### src/backoff_consts.svh
`ifndef BACKOFF_CONSTS_SVH
`define BACKOFF_CONSTS_SVH

// Access categories, AC3 highest priority
`define BACKOFF_NUM_AC     4

// Contention window exponent width
`define BACKOFF_CW_W       4

// Exponent ceiling, CW = 1023 slots
`define BACKOFF_CW_LIMIT   10

`define BACKOFF_CNT_W      16   // Backoff slot counter
`define BACKOFF_PRNG_W     16   // Random word

// LFSR start value, must be nonzero
`define BACKOFF_PRNG_SEED  16'hACE1

`endif

### src/backoffPkg.sv
`include "backoff_consts.svh"

package backoffPkg;

  // Access category index
  typedef logic [$clog2(`BACKOFF_NUM_AC)-1:0] acIdxT;

  // One bit per access category
  typedef logic [`BACKOFF_NUM_AC-1:0] acVecT;

  // Contention window exponent, CW = 2^exp - 1
  typedef logic [`BACKOFF_CW_W-1:0] cwExpT;

  // Static window bounds of one category
  typedef struct packed {
    cwExpT cwMin;   // Exponent after success or enable
    cwExpT cwMax;   // Growth ceiling
  } acCwCfgT;

  // Window bounds of all categories, AC0 in low byte
  typedef acCwCfgT [`BACKOFF_NUM_AC-1:0] cwCfgT;

  // Live exponents of all categories
  typedef cwExpT [`BACKOFF_NUM_AC-1:0] cwStateT;

  // Outcome strobes for the active category
  typedef struct packed {
    logic txSuccessful_p;
    logic txFailed_p;
  } txOutcomeT;

  // Window and counter commands from selector to bank
  typedef struct packed {
    acVecT growVec;    // Double the window
    acVecT resetVec;   // Back to cwMin
    acVecT loadVec;    // Redraw the counter
  } cwUpdateT;

endpackage

### src/backoffPrng.sv
`timescale 1ns/1ps
`include "backoff_consts.svh"

module backoffPrng
(
  input  logic                        macCoreClk,
  input  logic                        macCoreClkHardRst_n,
  output logic [`BACKOFF_PRNG_W-1:0]  pseudoRandomNumber
);

  logic feedback;   // Bit shifted in at the bottom

  ////////////////////////////////////////
  // Fibonacci LFSR
  ////////////////////////////////////////

  // Maximal-length polynomial x^16 + x^14 + x^13 + x^11 + 1
  assign feedback = pseudoRandomNumber[15] ^
                    pseudoRandomNumber[13] ^
                    pseudoRandomNumber[12] ^
                    pseudoRandomNumber[10];

  // One step per clock
  always_ff @(posedge macCoreClk or negedge macCoreClkHardRst_n)
  begin
    if (!macCoreClkHardRst_n)
    begin
      pseudoRandomNumber <= `BACKOFF_PRNG_SEED;
    end
    else
    begin
      pseudoRandomNumber <= {pseudoRandomNumber[`BACKOFF_PRNG_W-2:0], feedback};
    end
  end

  ////////////////////////////////////////
  // Assertions
  ////////////////////////////////////////

  // All-zero lockup never reached from the seed
  lfsrNeverZero: assert property (
    @(posedge macCoreClk) disable iff (!macCoreClkHardRst_n)
    pseudoRandomNumber != '0);

endmodule

### src/backoffCntBank.sv
`timescale 1ns/1ps
`include "backoff_consts.svh"

module backoffCntBank
(
  input  logic                        macCoreClk,
  input  logic                        macCoreClkHardRst_n,
  input  logic                        backoffEnable,        // Engine active
  input  backoffPkg::acVecT           acHasData,            // Queue not empty
  input  logic                        tickSlot_p,           // Slot boundary
  input  logic                        channelBusy,          // CCA or NAV busy
  input  logic                        mediumHeld,           // Grant pending outcome
  input  logic [`BACKOFF_PRNG_W-1:0]  pseudoRandomNumber,
  input  backoffPkg::cwCfgT           cwCfg,
  input  backoffPkg::cwUpdateT        cwUpdate,
  output backoffPkg::acVecT           expiredVec,           // Counter zero with data
  output backoffPkg::cwStateT         currentCW
);

  import backoffPkg::*;

  localparam cwExpT CwLimit = `BACKOFF_CW_LIMIT;

  logic   backoffEnableDly;   // Enable one cycle late
  acVecT  acHasDataDly;       // Has-data one cycle late
  logic   enableRise;         // Core becomes active
  acVecT  hasDataRise;        // Queue becomes non-empty
  logic   slotCount;          // Shared decrement qualifier

  ////////////////////////////////////////
  // Edge detection
  ////////////////////////////////////////

  always_ff @(posedge macCoreClk or negedge macCoreClkHardRst_n)
  begin
    if (!macCoreClkHardRst_n)
    begin
      backoffEnableDly <= 1'b0;
      acHasDataDly     <= '0;
    end
    else
    begin
      backoffEnableDly <= backoffEnable;
      acHasDataDly     <= acHasData;
    end
  end

  assign enableRise  = backoffEnable & ~backoffEnableDly;
  assign hasDataRise = acHasData & ~acHasDataDly;

  // Idle slot on a free medium
  assign slotCount = tickSlot_p & backoffEnable & ~channelBusy & ~mediumHeld;

  ////////////////////////////////////////
  // Per-category window and counter
  ////////////////////////////////////////

  for (genvar ac = 0; ac < `BACKOFF_NUM_AC; ac++)
  begin : gAc
    cwExpT                      cwCur;        // Current exponent
    cwExpT                      cwFloor;      // cwMin within limit
    cwExpT                      cwCeil;       // cwMax within limit
    cwExpT                      cwNext;       // Exponent after this edge
    logic                       cntLoad;      // Redraw request
    logic [`BACKOFF_CNT_W-1:0]  cntMask;      // Low cwNext bits set
    logic [`BACKOFF_CNT_W-1:0]  backoffCnt;   // Slots left

    assign cwFloor = (cwCfg[ac].cwMin > CwLimit) ? CwLimit : cwCfg[ac].cwMin;
    assign cwCeil  = (cwCfg[ac].cwMax > CwLimit) ? CwLimit : cwCfg[ac].cwMax;

    // Enable edge wins over any selector command
    always_comb
    begin
      if (enableRise || cwUpdate.resetVec[ac])
        cwNext = cwFloor;
      else if (cwUpdate.growVec[ac])
        cwNext = (cwCur >= cwCeil) ? cwCeil : cwCur + 1'b1;
      else
        cwNext = cwCur;
    end

    // Draw uses the updated exponent
    assign cntMask = ~({`BACKOFF_CNT_W{1'b1}} << cwNext);
    assign cntLoad = enableRise | hasDataRise[ac] | cwUpdate.loadVec[ac];

    always_ff @(posedge macCoreClk or negedge macCoreClkHardRst_n)
    begin
      if (!macCoreClkHardRst_n)
      begin
        cwCur      <= '0;
        backoffCnt <= '0;
      end
      else
      begin
        cwCur <= cwNext;
        if (cntLoad)
          backoffCnt <= pseudoRandomNumber[`BACKOFF_CNT_W-1:0] & cntMask;
        else if (slotCount && (backoffCnt != '0))
          backoffCnt <= backoffCnt - 1'b1;   // Holds at zero
      end
    end

    assign currentCW[ac]  = cwCur;
    assign expiredVec[ac] = (backoffCnt == '0) & acHasData[ac];

    // Grow and reset both stay inside the legal range
    cwWithinLimit: assert property (
      @(posedge macCoreClk) disable iff (!macCoreClkHardRst_n)
      cwCur <= CwLimit);
  end

endmodule

### src/backoffAcSel.sv
`timescale 1ns/1ps
`include "backoff_consts.svh"

module backoffAcSel
(
  input  logic                   macCoreClk,
  input  logic                   macCoreClkHardRst_n,
  input  logic                   backoffEnable,
  input  logic                   tickSlot_p,
  input  logic                   channelBusy,
  input  backoffPkg::acVecT      expiredVec,
  input  backoffPkg::txOutcomeT  txOutcome,        // Result for activeAC
  output backoffPkg::acVecT      trigTxAC,         // One-hot grant pulse
  output backoffPkg::acVecT      internalColl_p,   // Collision losers
  output backoffPkg::acIdxT      activeAC,         // Last winner
  output logic                   mediumHeld,       // Waiting for outcome
  output backoffPkg::cwUpdateT   cwUpdate
);

  import backoffPkg::*;

  logic   grantReq;    // Arbitrate this cycle
  acIdxT  winnerIdx;   // Highest expired category
  acVecT  winnerVec;
  acVecT  loserVec;
  acVecT  activeVec;   // activeAC as a vector
  logic   txDone;      // Outcome while medium held

  ////////////////////////////////////////
  // Arbitration
  ////////////////////////////////////////

  assign grantReq = tickSlot_p & backoffEnable & ~channelBusy & ~mediumHeld & (|expiredVec);

  // Later bits overwrite, so AC3 wins
  always_comb
  begin
    winnerIdx = '0;
    for (int ac = 0; ac < `BACKOFF_NUM_AC; ac++)
    begin
      if (expiredVec[ac])
        winnerIdx = acIdxT'(ac);
    end
  end

  assign winnerVec = acVecT'(1) << winnerIdx;
  assign loserVec  = expiredVec & ~winnerVec;   // Internal collision set

  always_ff @(posedge macCoreClk or negedge macCoreClkHardRst_n)
  begin
    if (!macCoreClkHardRst_n)
    begin
      trigTxAC       <= '0;
      internalColl_p <= '0;
      activeAC       <= '0;
      mediumHeld     <= 1'b0;
    end
    else
    begin
      trigTxAC       <= grantReq ? winnerVec : '0;
      internalColl_p <= grantReq ? loserVec : '0;
      if (grantReq)
        activeAC <= winnerIdx;
      // Held from grant until the outcome strobe
      if (grantReq)
        mediumHeld <= 1'b1;
      else if (txDone)
        mediumHeld <= 1'b0;
    end
  end

  ////////////////////////////////////////
  // Window update routing
  ////////////////////////////////////////

  assign txDone    = mediumHeld & (txOutcome.txSuccessful_p | txOutcome.txFailed_p);
  assign activeVec = acVecT'(1) << activeAC;

  // Same cycle as the outcome, so the winner reloads before mediumHeld drops
  // Losers grow with the grant pulse, success beats failure
  always_comb
  begin
    cwUpdate.growVec  = internalColl_p;
    cwUpdate.resetVec = '0;
    cwUpdate.loadVec  = internalColl_p;
    if (txDone)
    begin
      cwUpdate.loadVec = internalColl_p | activeVec;
      if (txOutcome.txSuccessful_p)
        cwUpdate.resetVec = activeVec;
      else
        cwUpdate.growVec = internalColl_p | activeVec;
    end
  end

  ////////////////////////////////////////
  // Assertions
  ////////////////////////////////////////

  grantOneHot: assert property (
    @(posedge macCoreClk) disable iff (!macCoreClkHardRst_n)
    $onehot0(trigTxAC));

  // Winner never listed as a loser
  grantNotCollided: assert property (
    @(posedge macCoreClk) disable iff (!macCoreClkHardRst_n)
    (trigTxAC & internalColl_p) == '0);

  grantSinglePulse: assert property (
    @(posedge macCoreClk) disable iff (!macCoreClkHardRst_n)
    |trigTxAC |=> trigTxAC == '0);

endmodule

### src/backoffTop.sv
`timescale 1ns/1ps
`include "backoff_consts.svh"

module backoffTop
(
  input  logic                   macCoreClk,
  input  logic                   macCoreClkHardRst_n,
  input  logic                   backoffEnable,    // Core active
  input  backoffPkg::acVecT      acHasData,        // Queue status levels
  input  logic                   tickSlot_p,       // Slot boundary strobe
  input  logic                   channelBusy,
  input  backoffPkg::txOutcomeT  txOutcome,
  input  backoffPkg::cwCfgT      cwCfg,            // Static window bounds
  output backoffPkg::acVecT      trigTxAC,
  output backoffPkg::acVecT      internalColl_p,
  output backoffPkg::acIdxT      activeAC,
  output backoffPkg::cwStateT    currentCW
);

  import backoffPkg::*;

  logic [`BACKOFF_PRNG_W-1:0]  pseudoRandomNumber;
  acVecT                       expiredVec;   // Bank to selector
  cwUpdateT                    cwUpdate;     // Selector to bank
  logic                        mediumHeld;   // Freezes the counters

  ////////////////////////////////////////
  // Random source
  ////////////////////////////////////////

  backoffPrng U_backoffPrng (
    .macCoreClk          (macCoreClk),
    .macCoreClkHardRst_n (macCoreClkHardRst_n),
    .pseudoRandomNumber  (pseudoRandomNumber)
  );

  ////////////////////////////////////////
  // Counters and windows
  ////////////////////////////////////////

  backoffCntBank U_backoffCntBank (
    .macCoreClk          (macCoreClk),
    .macCoreClkHardRst_n (macCoreClkHardRst_n),
    .backoffEnable       (backoffEnable),
    .acHasData           (acHasData),
    .tickSlot_p          (tickSlot_p),
    .channelBusy         (channelBusy),
    .mediumHeld          (mediumHeld),
    .pseudoRandomNumber  (pseudoRandomNumber),
    .cwCfg               (cwCfg),
    .cwUpdate            (cwUpdate),
    .expiredVec          (expiredVec),
    .currentCW           (currentCW)
  );

  // Grant, collisions and outcome routing
  backoffAcSel U_backoffAcSel (
    .macCoreClk          (macCoreClk),
    .macCoreClkHardRst_n (macCoreClkHardRst_n),
    .backoffEnable       (backoffEnable),
    .tickSlot_p          (tickSlot_p),
    .channelBusy         (channelBusy),
    .expiredVec          (expiredVec),
    .txOutcome           (txOutcome),
    .trigTxAC            (trigTxAC),
    .internalColl_p      (internalColl_p),
    .activeAC            (activeAC),
    .mediumHeld          (mediumHeld),
    .cwUpdate            (cwUpdate)
  );

endmodule

### config.mk
export PLATFORM = sky130hd
export DESIGN_NAME = backoffTop
export DESIGN_NICKNAME = d
export VERILOG_FILES = /design/src/backoffPkg.sv /design/src/backoffPrng.sv /design/src/backoffCntBank.sv /design/src/backoffAcSel.sv /design/src/backoffTop.sv
export VERILOG_INCLUDE_DIRS = /design/src
export SDC_FILE = /design/constraint.sdc
export NUM_CORES = 1
export LEC_CHECK = 0
export BUFFER_PORTS_ARGS = -buffer_cell sky130_fd_sc_hd__buf_2
export CORE_MARGIN = 2
export CORE_UTILIZATION = 67
export CTS_BUF_LIST = sky130_fd_sc_hd__clkbuf_4
export DETAILED_ROUTE_END_ITERATION = 16
export PLACE_DENSITY = 0.89
export SYNTH_ARGS = -nofsm -noshare
export SYNTH_HDL_FRONTEND = slang
export SYNTH_SLANG_ARGS = --single-unit
### constraint.sdc
create_clock -name macCoreClk -period 7.1 [get_ports macCoreClk]
set_input_delay 0.355 -clock macCoreClk [delete_from_list [all_inputs] [get_ports macCoreClk]]
set_output_delay 0.355 -clock macCoreClk [all_outputs]
set_load 0.03 [all_outputs]
==> key figures, run 1 <==
Status
  – Status: finished, final reports clean

Clock tree
  – Postcts setup bufs: 0
  – CTS Buffer Depth: 2
  – Post-cts sizing count: 0
  – Clk_lat worst skew: 0.50 ns
  – H-tree depth: 3
  – CTS Sinks: 112
  – Hold-fix buffers at CTS: 4
  – CTS tree: yes
  – Clk root buf: clkbuf_4
  – CTS buffer count: 9
  – CTS clk-pin slew, worst paths: 0.19 ns

Worst hold path
  – Min-Delay Startpoint: txOutcome[0]
  – Hold path cells: 4
  – Hold EP: U_backoffAcSel.mediumHeld
  – Worst Hold Class: input port to register

Route
  – TritonRoute pass-1 iters: 5
  – Total number of vias: 6908
  – Final wirelength: 19500 um
  – Vias per cell: 6.77
  – Drt initial violations: 633
  – Wirelength per Cell: 19.2 um
  – Antenna-violating nets left: 0
  – DRC viols: 0

Global routing
  – Vias in the first global route: 6527
  – Total track usage: 34.6%
  – Largest net degree at the start of global routing: 87
  – Total gr overflow: 0
  – Antenna violations before repair: 0
  – Global-route wire length before repair: 31600 um

Synthesis
  – #FFs+latches synth: 112
  – Ys flop type: dfrtp_1
  – Mapped Cells: 820
  – Post-synth top cells: 104 x dfrtp_1, 77 x nor2_1, 60 x nand2_1
  – Sequential-to-total area share from yosys stat: 38.9%
  – Syn_area_per_cell: 8.81 um2
  – Area of the mapped netlist: 7230 um2
  – Yosys cell types: 89
  – Post-Syn Nets: 887
  – Post-synth EDFFs: 0
  – Most frequent cell after synthesis: dfrtp_1
  – Synth top area share: 36.0%
  – Synth warnings: 0
  – Ranking of synthesized cells by area: dfrtp_1 36%, ha_1 4.2%, nor2_1 4.0%
  – Area leader, netlist: dfrtp_1
  – Asr flop ratio synth: 100%

STA
  – Minimum clock period: 3.03 ns
  – Crit share post-route: 42.7%
  – Hold slack: 0.120 ns
  – Fin. Hold Viols: 0
  – Measured slew at the worst slew-check pin: 1.06 ns
  – Max-slew headroom: 29.1%
  – Setup Skew: 0.0237 ns
  – Setup tns final: 0 ns
  – Final WS setup: 4.07 ns
  – RSZ-0062 raised after global routing: no
  – Max Fclk: 330 MHz
  – Fin. max-slew vios: 0
  – Final setup vio count: 0

Pwr
  – Leakage Power: 3.50 nW
  – Overall power: 0.00271 W
  – Max VDD drop: 0.254 mV
  – PD cells: 347 nW/um2

Layout
  – Nets: 946
  – Area grow syn2layout: 8.29%
  – Antenna Cells: 0
  – Share of cells above drive strength 1: 16.9%

Floorplan
  – Initial Util: 69.4%
  – Die Ht: 108 um
  – DIE WIDTH: 108 um
  – Core region area: 10400 um2
  – IO Count: 69
  – Row count: 37
  – Die ar.: 11600 um2

Worst setup path
  – Crit-path max FO: 11
  – RR Startpoint: U_backoffAcSel.mediumHeld
  – Critical path class: register to register
  – Critical path launch point type: register
  – CP Capture Type: register
  – Reg2Reg Depth: 7
  – Critical Path RT: 7.56 ns
  – Worst R2R Setup Slack: 4.07 ns
  – Critical R2R Capture: U_backoffCntBank.gAc[0].backoffCnt[14]
  – CP Data Arrival Time: 3.49 ns

Place
  – Pre-CTS setup slack: 3.99 ns
  – # port buffers: 68
  – Final GP Congestion: 0.916
  – Dpl hpwl: 13900 um

Run
  – Max_cap viols: 0
## power by group
part | switching [W] | internal (W)
logic | 0.000863 | 0.000554
registers | 0.000187 | 0.000766
clock network | 0.000227 | 0.000117
total | 0.00128 | 0.00144
## worst max path at each step
stage / from / end / slack, ns / depth (start not counted)
after floorplan: U_backoffCntBank.gAc[1].cwCur[0] / U_backoffCntBank.gAc[1].backoffCnt[8] / 4.31 / 11
after global placement: cwCfg[2] / U_backoffCntBank.gAc[0].backoffCnt[14] / 4.13 / 12
after detailed placement: cwCfg[2] / U_backoffCntBank.gAc[0].backoffCnt[2] / 3.99 / 12
after CTS: U_backoffCntBank.gAc[2].cwCur[0] / U_backoffCntBank.gAc[2].backoffCnt[14] / 4.13 / 10
after global routing: U_backoffCntBank.gAc[2].cwCur[0] / U_backoffCntBank.gAc[2].backoffCnt[14] / 3.76 / 10
final: U_backoffAcSel.mediumHeld / U_backoffCntBank.gAc[0].backoffCnt[14] / 4.07 / 7
## registers in the layout, indices dropped and copies added (netlist names)
signal                             cells
U_backoffPrng.pseudoRandomNumber      16
U_backoffAcSel.trigTxAC                4
U_backoffCntBank.backoffEnableDly      1
U_backoffCntBank.acHasDataDly          4
U_backoffCntBank.gAc.backoffCnt       64
U_backoffAcSel.activeAC                2
U_backoffAcSel.mediumHeld              1
U_backoffAcSel.internalColl_p          4
U_backoffCntBank.gAc.cwCur            16
## stage by stage
| step | area [um2] | instances | utilization, % |
|---|---|---|---|
| 2_1_floorplan | 7230 | 820 | - |
| 3_3_place_gp | 7620 | 998 | 73.1 |
| 3_5_place_dp | 7620 | 998 | 73.1 |
| 4_1_cts | 7810 | 1018 | 75.0 |
| 5_1_grt | 7830 | 1020 | 75.1 |
| 6_report | 7830 | 1020 | 75.1 |
## logic make-up after synthesis
logic type                 synth area share (%)
and+or+nand+nor                            24.3
AOI/OAI and AO/OA                          23.3
DFF                                        38.9
buffers and inverters                      3.74
xor gates and xnor gates                   5.09
adders and majority gates                  4.15
muxes                                     0.433
other                                    0.0519
## cell usage in the layout (no fill, tap or decap), drive strengths merged, types with 12 or more instances in the layout
cell and instances:
a21oi 49, xor2 24, nor2b 13, or2 18, dfrtp 104, a31oi 19, ha 24, o211ai 18
inv 34, buf 72, xnor2 18, nor3 30, nand2 61, and2 12, nand2b 15, nor2 78
o21ai 61, o22ai 14, nand3 49
## layer usage
| metal | up-vias | routed length, um | GRT usage, % |
|---|---|---|---|
| met2 | 405 | 9290 | 55.8 |
| met4 | 0 | 768 | 17.4 |
| met1 | 3284 | 7960 | 45.1 |
| met3 | 80 | 1520 | 5.99 |
| met5 | - | 0 | 0 |
| li1 | 3139 | - | - |
## layout make-up
type / count / area, um2
clock inverter: 6 / 75.1
tap: 136 / 170
multi-input combinational: 647 / 4150
timing repair buffer: 78 / 433
inverter: 31 / 116
fill: 743 / 2590
clock buffer: 10 / 75.1
sequential: 112 / 2810
## critical path: stages, from the launching register on
cell       delay, ns
dfrtp_1         0.61
nand2_1         0.17
o31ai_1         0.84
a21oi_1         0.09
a21oi_1         0.71
and3_1          0.29
o2bb2ai_1       0.11
and3_1          0.17
(Power assumes the default switching activity.)
==> run 2: changes to the inputs <==
Settings changed: CORE_UTILIZATION 67 to 56, PLACE_DENSITY 0.89 to 0.79.
Clock period 7.1 ns to 2.6 ns, I/O delays scaled along.
==> run 2 against run 1 <==
  * The run now ends with negative hold slack left
  * Non-clock buffer count rose by 78
  * Routed wire length increased by 5.2%
  * Clock power rose to 2.9 times the previous value
  * First-iteration DRC count decreased by 5.1%
  * Via count rose by 1.5%
  * Final cell count up 11%
  * Global-route usage is 5.2 points lower
  * Hold slack lost 0.12 ns
  * Clock skew down 0.010 ns
  * Die area up 19%
  * Flip-flop and latch count is the same
  * Critical path type unchanged
  * Critical endpoint is now U_backoffCntBank.gAc[0].backoffCnt[0]
  * Largest power group unchanged
==> key figures, run 2 (synthesis gave the netlist of run 1 again) <==
Global routing
  – Vias in the first global route: 6622
  – Total track usage: 29.4%
  – Total gr overflow: 0
  – Largest net degree at the start of global routing: 47
  – Antenna violations before repair: 0
  – Global-route wire length before repair: 33000 um

Route
  – DRC viols: 0
  – Antenna-violating nets left: 0
  – Total number of vias: 7013
  – Vias per cell: 6.18
  – Final wirelength: 20600 um
  – Drt initial violations: 601
  – TritonRoute pass-1 iters: 5
  – Wirelength per Cell: 18.1 um

Worst setup path
  – Levels on crit path: 10
  – CP Data Arrival Time: 2.94 ns
  – Critical Path RT: 3.01 ns
  – Crit-path max FO: 7
  – Critical path class: register to register
  – Critical R2R Capture: U_backoffCntBank.gAc[0].backoffCnt[0]
  – Reg2Reg Depth: 10
  – RR Startpoint: U_backoffCntBank.gAc[0].cwCur[0]
  – CP Capture Type: register
  – Top Family by Delay on Critical Path: compound AO/OA/AOI/OAI gates
  – Worst setup endpoint: U_backoffCntBank.gAc[0].backoffCnt[0]
  – Worst R2R Setup Slack: 0.07 ns
  – CP max stage delay: 0.43 ns
  – CP Launch Point: U_backoffCntBank.gAc[0].cwCur[0]
  – Buf+Inv Stages, Crit Path: 1
  – Critical-path top delay cell: dfrtp_2
  – Critical path launch point type: register
  – Worst path cell trace: inv_1 > ha_1 > nand2b_4 > a2111oi_4 > nor2_2 > o211ai_1 > a21oi_4 > or2_2 > o211ai_1 > o21ai_0
  – Worst path most repeated cell: o211ai_1

STA
  – Minimum clock period: 2.53 ns
  – Setup tns final: 0 ns
  – Crit share post-route: 97.2%
  – Measured slew at the worst slew-check pin: 0.676 ns
  – Fin. Hold Viols: 1
  – Max Fclk: 396 MHz
  – Hold slack: -0.000419 ns
  – Max-slew headroom: 54.4%
  – Final setup vio count: 0
  – Setup Skew: 0.0134 ns
  – Fin. max-slew vios: 0

Layout
  – Most common cell after layout, fill and taps aside: dfrtp_1
  – Post-Layout Cell Count: 1134
  – Share of cells above drive strength 1: 26.5%
  – Most frequent cells in the layout: 102 x dfrtp_1, 79 x buf_4, 74 x nor2_1
  – Antenna Cells: 0
  – Nets: 1024
  – Cell area after layout: 8660 um2
  – Area grow syn2layout: 19.9%
  – Top flop regs: U_backoffCntBank.gAc.backoffCnt (64), U_backoffCntBank.gAc.cwCur (16), U_backoffPrng.pseudoRandomNumber (16)
  – Max reg flops: 64
  – Reg with most FFs: U_backoffCntBank.gAc.backoffCnt

Floorplan
  – Core region area: 12600 um2
  – Initial Util: 57.3%
  – Die Ht: 118 um
  – Die ar.: 13800 um2
  – Row count: 41
  – DIE WIDTH: 118 um
  – IO Count: 69

Clock tree
  – CTS Buffer Depth: 2
  – CTS clk-pin slew, worst paths: 0.18 ns
  – CTS buffer count: 9
  – CTS tree: yes
  – Clk_lat worst skew: 0.50 ns
  – H-tree depth: 3
  – CTS Sinks: 112
  – Clk root buf: clkbuf_4

Place
  – Post-placement cell area: 8200 um2
  – Dpl hpwl: 14600 um
  – # port buffers: 68
  – Final GP Congestion: 0.954
  – Placed cell count: 1102

Pwr
  – Leakage Power: 3.93 nW
  – Max VDD drop: 0.419 mV
  – PD cells: 935 nW/um2
  – Overall power: 0.00810 W

Worst hold path
  – Worst Hold Class: input port to register

Status
  – Status: finished, violations left
  – Failing checks: negative hold slack

Run
  – Max_cap viols: 0
run 2: cell count changes in the layout (fill, tap and decap cells not counted), moves of 3 or more:
cell,change
buf_4,+74
dlygate4sd3_1,+3
o21ai_2,+4
a21oi_1,-3
o21ai_0,-4
nor2b_1,-3
nor2_2,+3
o311ai_0,-3
nor2_1,-3
run 2: stage by stage:
step / util [%] / setup WS, ns
2_1_floorplan: - / -0.0809
3_3_place_gp: 65.0 / -0.00531
3_5_place_dp: 65.0 / -0.0895
4_1_cts: 67.1 / 0.0116
5_1_grt: 68.6 / -0.0738
6_report: 68.6 / 0.0734
run 2: area by class of cell:
type	instances	area (um2)
Timing Repair Buffer	156	1040
Multi-Input combinational cell	647	4320
Clock inverter	7	95.1
Inverter	31	116
Clock buffer	9	67.6
Tap cell	172	215
Fill cell	994	3960
Sequential cell	112	2820
run 2: how the worst min path moves through the flow:
stage	slack (ns)	start	cells past startpoint	to
floorplan	-0.17	macCoreClkHardRst_n	0	U_backoffAcSel.activeAC[0]
global placement	0.19	macCoreClkHardRst_n	1	U_backoffCntBank.gAc[0].backoffCnt[12]
detailed placement	0.19	macCoreClkHardRst_n	1	U_backoffCntBank.gAc[0].cwCur[0]
CTS	0.0006	cwCfg[11]	2	U_backoffCntBank.gAc[1].cwCur[3]
global route	0.007	cwCfg[11]	2	U_backoffCntBank.gAc[1].cwCur[3]
finish	-0.0004	cwCfg[11]	2	U_backoffCntBank.gAc[1].cwCur[3]
run 2: power breakdown:
part / switching, W / leakage, nW / total [W] / internal (W)
Sequential: 0.000407 / 1.46 / 0.00250 / 0.00209
Combinational: 0.00260 / 2.38 / 0.00460 / 0.00200
Clock: 0.000615 / 0.0863 / 0.00101 / 0.000391
Total: 0.00362 / 3.93 / 0.00810 / 0.00448
run 2: worst register-to-register path, stage by stage, from the launching register on:
cell and delay (ns):
dfrtp_2 0.43, inv_1 0.07, ha_1 0.22, nand2b_4 0.16, a2111oi_4 0.40, nor2_2 0.10
o211ai_1 0.33, a21oi_4 0.14, or2_2 0.33, o211ai_1 0.17, o21ai_0 0.10
run 2: metal layers:
layer  vias up  global-route usage, %  wire (um)
met3        62                   4.84       1380
met4         0                   12.1        762
met1      3351                   39.6       8790
li1       3282                      -          -
met5         -                      0          0
met2       318                   47.3       9630
run 2: repair_timing:
action,4_1_cts,5_1_grt
buffers inserted,0,7
setup endpoints to repair,8,45
resized for setup,3,38
pin swaps,0,8
hold buffers,8,1
hold endpoints to repair,49,1
